==> src/sm83_flag_pkg.sv <==
package sm83_flag_pkg;

	localparam int FLAG_W = 4;

	typedef logic [FLAG_W-1:0] flags_t;	// {Z, N, H, C}

	// Same order as the upper nibble of F
	localparam int FLAG_Z = 3;
	localparam int FLAG_N = 2;
	localparam int FLAG_H = 1;
	localparam int FLAG_C = 0;

	localparam int LDF_FLAG_LSB = 4;	// Flags sit in b[7:4] for LDF

	// One-hot write masks
	localparam flags_t MASK_Z = flags_t'(1 << FLAG_Z);
	localparam flags_t MASK_N = flags_t'(1 << FLAG_N);
	localparam flags_t MASK_H = flags_t'(1 << FLAG_H);
	localparam flags_t MASK_C = flags_t'(1 << FLAG_C);

	// Encoding of IR[4:3] in JR/JP/CALL/RET cc
	typedef enum logic [1:0] {
		CC_NZ = 2'b00,
		CC_Z  = 2'b01,
		CC_NC = 2'b10,
		CC_C  = 2'b11
	} cc_t;

endpackage

==> src/sm83_alu_pkg.sv <==
package sm83_alu_pkg;

	localparam int DATA_W = 8;	// Operand and result width
	localparam int HALF_W = DATA_W / 2;	// Nibble, boundary of the half carry
	localparam int SEL_W  = 3;	// Bit index for BIT, SET, RES

	typedef logic [DATA_W-1:0] data_t;

	// BCD correction terms for DAA
	localparam data_t             DAA_CORR_LO   = 8'h06;
	localparam data_t             DAA_CORR_HI   = 8'h60;
	localparam data_t             BCD_MAX_BYTE  = 8'h99;	// Above this the high digit overflows
	localparam logic [HALF_W-1:0] BCD_MAX_DIGIT = 4'h9;

	// Low eight codes follow the SM83 ALU group order
	typedef enum logic [4:0] {
		OP_ADD  = 5'h00,
		OP_ADC  = 5'h01,	// Add with C
		OP_SUB  = 5'h02,
		OP_SBC  = 5'h03,	// Subtract with borrow
		OP_AND  = 5'h04,
		OP_XOR  = 5'h05,
		OP_OR   = 5'h06,
		OP_CP   = 5'h07,	// SUB flags, A kept
		OP_INC  = 5'h08,
		OP_DEC  = 5'h09,
		OP_CPL  = 5'h0a,	// Complement A
		OP_DAA  = 5'h0b,
		OP_SCF  = 5'h0c,
		OP_CCF  = 5'h0d,
		OP_LDF  = 5'h0e,	// Flags from b[7:4]
		OP_CHK  = 5'h0f,	// Condition test only
		// CB group, same order as the opcode map
		OP_RLC  = 5'h10,
		OP_RRC  = 5'h11,
		OP_RL   = 5'h12,
		OP_RR   = 5'h13,
		OP_SLA  = 5'h14,
		OP_SRA  = 5'h15,
		OP_SWAP = 5'h16,
		OP_SRL  = 5'h17,
		OP_BIT  = 5'h18,
		OP_RES  = 5'h19,
		OP_SET  = 5'h1a
	} alu_op_t;

endpackage
==> src/sm83_alu.sv <==
module sm83_alu (
	input  logic                           clk,
	input  logic                           arst_n,
	input  logic                           in_valid,
	output logic                           in_ready,
	input  sm83_alu_pkg::alu_op_t          op,
	input  sm83_alu_pkg::data_t            a,	// A, INC/DEC/CPL/DAA operand
	input  sm83_alu_pkg::data_t            b,	// Second operand, CB group target
	input  logic [sm83_alu_pkg::SEL_W-1:0] sel,
	output logic                           out_valid,
	input  logic                           out_ready,
	output sm83_alu_pkg::data_t            res,
	output sm83_flag_pkg::flags_t          flags,
	output logic                           cond
);
	import sm83_alu_pkg::*;
	import sm83_flag_pkg::*;

	logic   accept;
	logic   is_sub;
	logic   is_incdec;
	logic   is_carry_op;
	data_t  add_y;
	logic   carry_in;
	data_t  sum;
	logic   half_carry;
	logic   carry_out;
	data_t  shifted;
	logic   shift_carry;
	data_t  bit_mask;
	data_t  daa_res;
	data_t  res_d;
	logic   cond_d;
	flags_t flags_q;
	flags_t flags_next;
	flags_t flags_we;

	// Output slot free or draining this cycle
	assign in_ready = ~out_valid | out_ready;
	assign accept   = in_valid & in_ready;

	assign is_sub      = op inside {OP_SUB, OP_SBC, OP_CP, OP_DEC};
	assign is_incdec   = op inside {OP_INC, OP_DEC};
	assign is_carry_op = op inside {OP_ADC, OP_SBC};

	// Subtract as a + ~y + 1, SBC feeds ~C in place of the 1
	assign add_y    = (is_incdec ? data_t'(1) : b) ^ {DATA_W{is_sub}};
	assign carry_in = is_sub ^ (is_carry_op & flags_q[FLAG_C]);
	assign bit_mask = data_t'(1) << sel;	// One-hot for SET and RES

	sm83_cla_adder u_adder (
		.x          (a),
		.y          (add_y),
		.carry_in   (carry_in),
		.sum        (sum),
		.half_carry (half_carry),
		.carry_out  (carry_out)
	);

	sm83_shifter u_shifter (
		.op        (op),
		.data      (b),
		.carry_in  (flags_q[FLAG_C]),
		.shifted   (shifted),
		.carry_out (shift_carry)
	);

	sm83_flag_logic u_flag_logic (
		.op          (op),
		.a           (a),
		.b           (b),
		.sel         (sel),
		.flags_q     (flags_q),
		.sum         (sum),
		.half_carry  (half_carry),
		.carry_out   (carry_out),
		.shifted     (shifted),
		.shift_carry (shift_carry),
		.flags_next  (flags_next),
		.flags_we    (flags_we),
		.daa_res     (daa_res),
		.cond        (cond_d)
	);

	always_comb begin
		case (op)
			OP_ADD, OP_ADC, OP_SUB, OP_SBC, OP_INC, OP_DEC: res_d = sum;
			OP_AND: res_d = a & b;
			OP_XOR: res_d = a ^ b;
			OP_OR:  res_d = a | b;
			OP_CPL: res_d = ~a;
			OP_RLC, OP_RRC, OP_RL, OP_RR, OP_SLA, OP_SRA, OP_SWAP, OP_SRL: res_d = shifted;
			OP_SET: res_d = b | bit_mask;
			OP_RES: res_d = b & ~bit_mask;
			OP_DAA: res_d = daa_res;
			default: res_d = a;	// CP, BIT, SCF, CCF, CHK, LDF leave A as is
		endcase
	end

	// F is written with the same edge that loads the output slot
	always_ff @(posedge clk or negedge arst_n) begin
		if (!arst_n) begin
			flags_q <= '0;
		end else if (accept) begin
			flags_q <= (flags_q & ~flags_we) | (flags_next & flags_we);
		end
	end

	assign flags = flags_q;	// Stable while the slot is held

	always_ff @(posedge clk or negedge arst_n) begin
		if (!arst_n) begin
			out_valid <= 1'b0;
			res       <= '0;
			cond      <= 1'b0;
		end else if (accept) begin
			out_valid <= 1'b1;
			res       <= res_d;
			cond      <= cond_d;
		end else if (out_ready) begin
			out_valid <= 1'b0;	// Taken, nothing new
		end
	end

endmodule

==> src/sm83_flag_logic.sv <==
module sm83_flag_logic (
	input  sm83_alu_pkg::alu_op_t           op,
	input  sm83_alu_pkg::data_t             a,
	input  sm83_alu_pkg::data_t             b,
	input  logic [sm83_alu_pkg::SEL_W-1:0]  sel,
	input  sm83_flag_pkg::flags_t           flags_q,
	input  sm83_alu_pkg::data_t             sum,
	input  logic                            half_carry,
	input  logic                            carry_out,
	input  sm83_alu_pkg::data_t             shifted,
	input  logic                            shift_carry,
	output sm83_flag_pkg::flags_t           flags_next,
	output sm83_flag_pkg::flags_t           flags_we,
	output sm83_alu_pkg::data_t             daa_res,
	output logic                            cond
);
	import sm83_alu_pkg::*;
	import sm83_flag_pkg::*;

	logic  z_q;
	logic  n_q;
	logic  h_q;
	logic  c_q;
	logic  daa_lo;	// Low digit needs 0x06
	logic  daa_hi;	// High digit needs 0x60, also the new C
	data_t daa_corr;
	cc_t   cc;
	logic  cond_hit;

	assign z_q = flags_q[FLAG_Z];
	assign n_q = flags_q[FLAG_N];
	assign h_q = flags_q[FLAG_H];
	assign c_q = flags_q[FLAG_C];

	// After a subtraction only the recorded borrows count
	assign daa_lo   = h_q | (~n_q & (a[HALF_W-1:0] > BCD_MAX_DIGIT));
	assign daa_hi   = c_q | (~n_q & (a > BCD_MAX_BYTE));
	assign daa_corr = ({DATA_W{daa_hi}} & DAA_CORR_HI) | ({DATA_W{daa_lo}} & DAA_CORR_LO);
	assign daa_res  = n_q ? (a - daa_corr) : (a + daa_corr);

	always_comb begin
		flags_next = '0;	// N and H mostly clear
		flags_we   = '0;	// SET, RES and CHK keep F
		case (op)
			OP_ADD, OP_ADC: begin
				flags_next[FLAG_Z] = ~|sum;
				flags_next[FLAG_H] = half_carry;
				flags_next[FLAG_C] = carry_out;
				flags_we           = MASK_Z | MASK_N | MASK_H | MASK_C;
			end
			OP_SUB, OP_SBC, OP_CP: begin
				flags_next[FLAG_Z] = ~|sum;
				flags_next[FLAG_N] = 1'b1;
				flags_next[FLAG_H] = ~half_carry;	// Borrow from bit 4
				flags_next[FLAG_C] = ~carry_out;
				flags_we           = MASK_Z | MASK_N | MASK_H | MASK_C;
			end
			OP_INC: begin
				flags_next[FLAG_Z] = ~|sum;
				flags_next[FLAG_H] = half_carry;
				flags_we           = MASK_Z | MASK_N | MASK_H;	// C untouched
			end
			OP_DEC: begin
				flags_next[FLAG_Z] = ~|sum;
				flags_next[FLAG_N] = 1'b1;
				flags_next[FLAG_H] = ~half_carry;
				flags_we           = MASK_Z | MASK_N | MASK_H;
			end
			OP_AND: begin
				flags_next[FLAG_Z] = ~|(a & b);
				flags_next[FLAG_H] = 1'b1;
				flags_we           = MASK_Z | MASK_N | MASK_H | MASK_C;
			end
			OP_OR, OP_XOR: begin
				flags_next[FLAG_Z] = (op == OP_OR) ? ~|(a | b) : ~|(a ^ b);
				flags_we           = MASK_Z | MASK_N | MASK_H | MASK_C;
			end
			OP_CPL: begin
				flags_next[FLAG_N] = 1'b1;
				flags_next[FLAG_H] = 1'b1;
				flags_we           = MASK_N | MASK_H;
			end
			OP_RLC, OP_RRC, OP_RL, OP_RR, OP_SLA, OP_SRA, OP_SWAP, OP_SRL: begin
				flags_next[FLAG_Z] = ~|shifted;
				flags_next[FLAG_C] = shift_carry;
				flags_we           = MASK_Z | MASK_N | MASK_H | MASK_C;
			end
			OP_BIT: begin
				flags_next[FLAG_Z] = ~b[sel];
				flags_next[FLAG_H] = 1'b1;
				flags_we           = MASK_Z | MASK_N | MASK_H;
			end
			OP_DAA: begin
				flags_next[FLAG_Z] = ~|daa_res;
				flags_next[FLAG_C] = daa_hi;
				flags_we           = MASK_Z | MASK_H | MASK_C;	// N survives
			end
			OP_SCF, OP_CCF: begin
				flags_next[FLAG_C] = (op == OP_SCF) | ~c_q;
				flags_we           = MASK_N | MASK_H | MASK_C;
			end
			OP_LDF: begin
				flags_next = b[LDF_FLAG_LSB +: FLAG_W];	// As POP AF
				flags_we   = MASK_Z | MASK_N | MASK_H | MASK_C;
			end
			default: begin
			end
		endcase
	end

	assign cc = cc_t'(sel[1:0]);

	always_comb begin
		case (cc)
			CC_NZ: cond_hit = ~z_q;
			CC_Z:  cond_hit = z_q;
			CC_NC: cond_hit = ~c_q;
			CC_C:  cond_hit = c_q;
		endcase
	end

	assign cond = (op == OP_CHK) & cond_hit;	// Low for every other code

endmodule

==> src/sm83_shifter.sv <==
module sm83_shifter (
	input  sm83_alu_pkg::alu_op_t op,
	input  sm83_alu_pkg::data_t   data,
	input  logic                  carry_in,	// Old C flag for RL and RR
	output sm83_alu_pkg::data_t   shifted,
	output logic                  carry_out
);
	import sm83_alu_pkg::*;

	always_comb begin
		shifted   = data;	// Pass through for non-shift codes
		carry_out = 1'b0;
		case (op)
			OP_RLC: begin
				shifted   = {data[DATA_W-2:0], data[DATA_W-1]};
				carry_out = data[DATA_W-1];
			end
			OP_RRC: begin
				shifted   = {data[0], data[DATA_W-1:1]};
				carry_out = data[0];
			end
			OP_RL: begin
				shifted   = {data[DATA_W-2:0], carry_in};	// Rotate through C
				carry_out = data[DATA_W-1];
			end
			OP_RR: begin
				shifted   = {carry_in, data[DATA_W-1:1]};
				carry_out = data[0];
			end
			OP_SLA: begin
				shifted   = {data[DATA_W-2:0], 1'b0};
				carry_out = data[DATA_W-1];
			end
			OP_SRA: begin
				shifted   = {data[DATA_W-1], data[DATA_W-1:1]};	// Sign bit kept
				carry_out = data[0];
			end
			OP_SRL: begin
				shifted   = {1'b0, data[DATA_W-1:1]};
				carry_out = data[0];
			end
			OP_SWAP: begin
				shifted   = {data[HALF_W-1:0], data[DATA_W-1:HALF_W]};	// C cleared
				carry_out = 1'b0;
			end
			default: begin
			end
		endcase
	end

endmodule

==> src/sm83_cla_adder.sv <==
module sm83_cla_adder (
	input  sm83_alu_pkg::data_t x,
	input  sm83_alu_pkg::data_t y,	// Already complemented for subtraction
	input  logic                carry_in,
	output sm83_alu_pkg::data_t sum,
	output logic                half_carry,
	output logic                carry_out
);
	import sm83_alu_pkg::*;

	data_t             g;	// Generate terms
	data_t             p;	// Propagate terms
	logic [HALF_W-1:0] c_lo;	// Carries out of bits 0..3
	logic [HALF_W-1:0] c_hi;	// Carries out of bits 4..7

	// Flat lookahead over one nibble, carries into bits 1..4
	function automatic logic [HALF_W-1:0] cla4(
		input logic [HALF_W-1:0] gn,
		input logic [HALF_W-1:0] pn,
		input logic              cin
	);
		logic [HALF_W-1:0] c;
		c[0] = gn[0] | (pn[0] & cin);
		c[1] = gn[1] | (pn[1] & gn[0]) | (pn[1] & pn[0] & cin);
		c[2] = gn[2]
			| (pn[2] & gn[1])
			| (pn[2] & pn[1] & gn[0])
			| (pn[2] & pn[1] & pn[0] & cin);
		c[3] = gn[3]
			| (pn[3] & gn[2])
			| (pn[3] & pn[2] & gn[1])
			| (pn[3] & pn[2] & pn[1] & gn[0])
			| (pn[3] & pn[2] & pn[1] & pn[0] & cin);
		return c;
	endfunction

	assign g = x & y;
	assign p = x ^ y;	// XOR form doubles as the half sum

	assign c_lo = cla4(g[HALF_W-1:0], p[HALF_W-1:0], carry_in);
	assign c_hi = cla4(g[DATA_W-1:HALF_W], p[DATA_W-1:HALF_W], c_lo[HALF_W-1]);	// Chained

	// Incoming carry of each bit
	assign sum = p ^ {c_hi[HALF_W-2:0], c_lo, carry_in};

	assign half_carry = c_lo[HALF_W-1];	// Carry from bit 3
	assign carry_out  = c_hi[HALF_W-1];	// Carry from bit 7

endmodule

==> config.mk <==
export PLATFORM = sky130hd
export DESIGN_NAME = sm83_alu
export DESIGN_NICKNAME = d
export VERILOG_FILES = /design/src/sm83_flag_pkg.sv /design/src/sm83_alu_pkg.sv /design/src/sm83_alu.sv /design/src/sm83_flag_logic.sv /design/src/sm83_shifter.sv /design/src/sm83_cla_adder.sv
export SDC_FILE = /design/constraint.sdc
export NUM_CORES = 1
export LEC_CHECK = 0
export ABC_AREA = 1
export BUFFER_PORTS_ARGS = -buffer_cell sky130_fd_sc_hd__buf_4
export CORE_ASPECT_RATIO = 0.6
export CORE_MARGIN = 2
export CORE_UTILIZATION = 41
export CTS_CLUSTER_DIAMETER = 80
export DETAILED_ROUTE_END_ITERATION = 10
export PLACE_DENSITY = 0.59
export SLEW_MARGIN = 15
export SYNTH_ARGS = -nofsm -noshare
export SYNTH_HDL_FRONTEND = slang
export SYNTH_HIERARCHICAL = 1
export SYNTH_SLANG_ARGS = --single-unit
==> constraint.sdc <==
create_clock -name clk -period 2.7 [get_ports clk]
set_input_delay 0.27 -clock clk [delete_from_list [all_inputs] [get_ports clk]]
set_output_delay 0.27 -clock clk [all_outputs]
set_load 0.01 [all_outputs]
==> impl_results.md <==
- # DRC: 0
- Vias: 5,029
- Max_slew headroom: 49.6%
- Crit path arrival time: 2.96 ns
- Die Y: 79.1 um
- Synthesized Nets: 783
- Post-synthesis cell type count: 39
- Drt wl/cell: 15.2 um
- # IOs: 43
- CTS Root Buffer Type: clkbuf_16
- Peak VDD IR: 0.226 mV
- Clock Latency Late Sink: around 0.25 ns
- Post-synthesis sequential area ratio: 9.09%
- CTS Buf Count: 3
- GR Util All Layers: ~30%
- Global-route wire length before repair: roughly 23,000 um
- Rows: 27
- Share of layout cells above drive strength 1: 20.9%
- RSZ-0062 raised after global routing: true
- Final worst path period need: 2.82 ns
- Syn Area/Cell: 5.36 um^2
- Most common cell after layout, fill and taps aside: nand2_1
- CP bufs+invs: 2
- YS warnings: 6
- Clk sink count: 14
- Min-Delay Path Class: input port to flop
- Static Leakage: 2.87 nW
- Post-Syn Area: about 3900 um^2
- Status: finished with violations
- Final hold vios: 0
- Final HPWL DP: 12,000 um
- Synth area leader: nand2_1
- # port buffers: 42
- Grt total ovfl: 0
- Area delta synth->final: 30.7%
- Crit Path Class: input port to flop
- Placed cells: about 950
- Tightest Pin Transition: 0.753 ns
- Routed Antenna Nets: 0
- Core area: between 9000 and 10,000 um^2
- CP max stage cell: fa_2
- Family with the most delay on the worst path: adder cells
- Nets: 887
- Max Transition Viols Final: 0
- Antenna violations before repair: 0
- Largest fanout on the critical path: 5
- Initial detailed-routing violation count: 539
- Register area: 350 um^2
- WL final: 14,500 um
- Reg clk slew, reported paths: 0.05 ns
- H-Tree Depth: 1
- Mean number of vias per cell: 5.28
- Crit path largest cell delay: 0.58 ns
- Crit end category: flop
- Crit start category: input port
- Final setup fails: 1
- Synth area leaders: nand2_1 26%, ha_1 10%, nand3_1 9.5%
- Cells after synthesis: 720
- Largest net degree at the start of global routing: 17
- Tcrit/Tclk final: 104%
- Multi-input logic area: 3190 um^2
- Die area: a little over 10,000 um^2
- Final std cells w/o fill: roughly 950
- Yosys reg bits: 14
- Count of max-cap constraint violations: 0
- Number of diodes: 0
- Final worst slack: -0.121 ns
- Final Skew: ~0.0018 ns
- Starting Density: 42.1%
- Crit-path cells: buf_12, inv_4, a211oi_4, o21ai_4, xor2_1, ha_1, a21oi_2, nand2_4, fa_2, nor2_2, nand2_1, nor2_2, o21ai_1, nand3_1, nor2_1, nand2_1, mux2_2
- Fin util: 55.1%
- FMAX: 0.354 GHz
- Final GP Congestion: 1.00
- Worst path required time: 2.84 ns
- Die X: 129 um
- DR pass1 iterations: 6
- Failing checks: setup timing
- P per Cell Area: 357 nW/um^2
- CTS tree: yes
- Clock Path Buffers: 2
- Number of global-route vias before repair: 4,654
- Top-area cell type share of the netlist area: between 20% and 30%
- Fillers: 943
- Most frequent cells in the layout: 267 x nand2_1, 101 x buf_4, 96 x inv_1
- Final hold slack: between 0.2 and 0.3 ns
-- layer usage --
metal  track usage [%]  share of wire, %  up-vias
met4              6.41               1.9        0
met3              6.13                11       25
li1                  -                 -     2471
met1              43.2                46     2282
met2              44.6                42      251
met5                 0                 0        -
-- where the power goes --
group | switching (mW) | total [mW] | internal, mW
clock | 0.102 | 0.328 | 0.226
combinational | 0.681 | 1.20 | 0.520
sequential | 0.0269 | 0.274 | 0.247
total | 0.810 | 1.80 | 0.992
-- worst register-to-register path: stages (launching register included) --
cell,delay [ns]
dfrtp_1,0.42
inv_1,0.11
nand3_1,0.13
nand2_1,0.11
inv_1,0.06
ha_1,0.18
o21ai_0,0.19
ha_1,0.30
a21o_1,0.18
a21oi_1,0.15
nand2_1,0.07
nand2_1,0.06
nand2_1,0.08
nand3_1,0.11
nand2_1,0.07
mux2_2,0.25
-- stage by stage --
| step | setup TNS (ns) | worst slack, ns | power, mW | area [um^2] |
|---|---|---|---|---|
| after floorplan | -0.0724 | -0.0724 | 0.922 | 3940 |
| after global placement | -1.00 | -0.377 | 1.39 | 4840 |
| after detailed placement | -1.33 | -0.451 | 1.42 | 4840 |
| after CTS | -0.117 | -0.117 | 1.77 | 4990 |
| after global routing | -0.567 | -0.278 | 1.96 | 5040 |
| final | -0.121 | -0.121 | 1.80 | 5040 |
-- cells in the mapped netlist --
library cell / n
nor3_1: 11
or2_2: 3
a41oi_1: 1
o21ai_4: 1
nand3b_1: 4
nor2_4: 4
mux2_2: 4
nand2_4: 4
a21oi_2: 1
nor2_1: 91
buf_2: 1
dfrtp_1: 14
nand3_1: 73
and2_1: 1
nand3_2: 3
o2111ai_1: 3
a21o_1: 4
a21oi_1: 21
o22ai_1: 1
nor3_4: 1
nand2_2: 4
inv_1: 97
inv_2: 7
clkinv_1: 1
xnor2_1: 1
buf_6: 1
nand2_1: 272
o21ai_0: 13
clkbuf_1: 2
a211oi_1: 1
clkinv_2: 1
nand3_4: 1
nor2_2: 6
xor2_1: 14
buf_4: 3
o31ai_1: 1
nand4_1: 14
ha_1: 32
fa_1: 3
-- cells by family (layout without fill, tap and decap cells) --
kind of cell,after synthesis,count (layout),share of synthesized area (%)
buf+inv,113,216,11.6
xor+xnor,15,15,3.41
compound gates,47,47,7.30
fa+ha+maj,35,35,11.9
flops,14,14,9.09
mux,4,4,1.17
simple gates,492,492,55.5
-- final timing paths --
kind,endpoint,cells past startpoint,slack (ns),startpoint
min in group asynchronous,res[0]$_DFFE_PN0P_,2,0.41,arst_n
max in group asynchronous,async pin,2,2.09,arst_n
max reg2reg,flop,15,0.09,flop
max,flop,17,-0.12,op[0]
min reg2reg,res[7]$_DFFE_PN0P_,2,0.48,res[7]$_DFFE_PN0P_
min,out_valid$_DFFE_PN0P_,4,0.30,out_ready
-- timing repair --
item,in CTS,in global routing
pin swaps,15,5
hold buffers,1,0
gates cloned,0,0
resized for setup,11,10
setup endpoints to repair,1,5
setup buffers,1,1
hold endpoints to repair,14,0
-- final cells by class --
cell class	instances	share of cell area, %
clock buffer	4	1.76
inverter	106	8.36
multi-input combinational	593	63.2
sequential	14	6.95
tap	130	3.23
timing repair buffer	106	16.5
No activity file was read; power rests on OpenSTA's default activity.
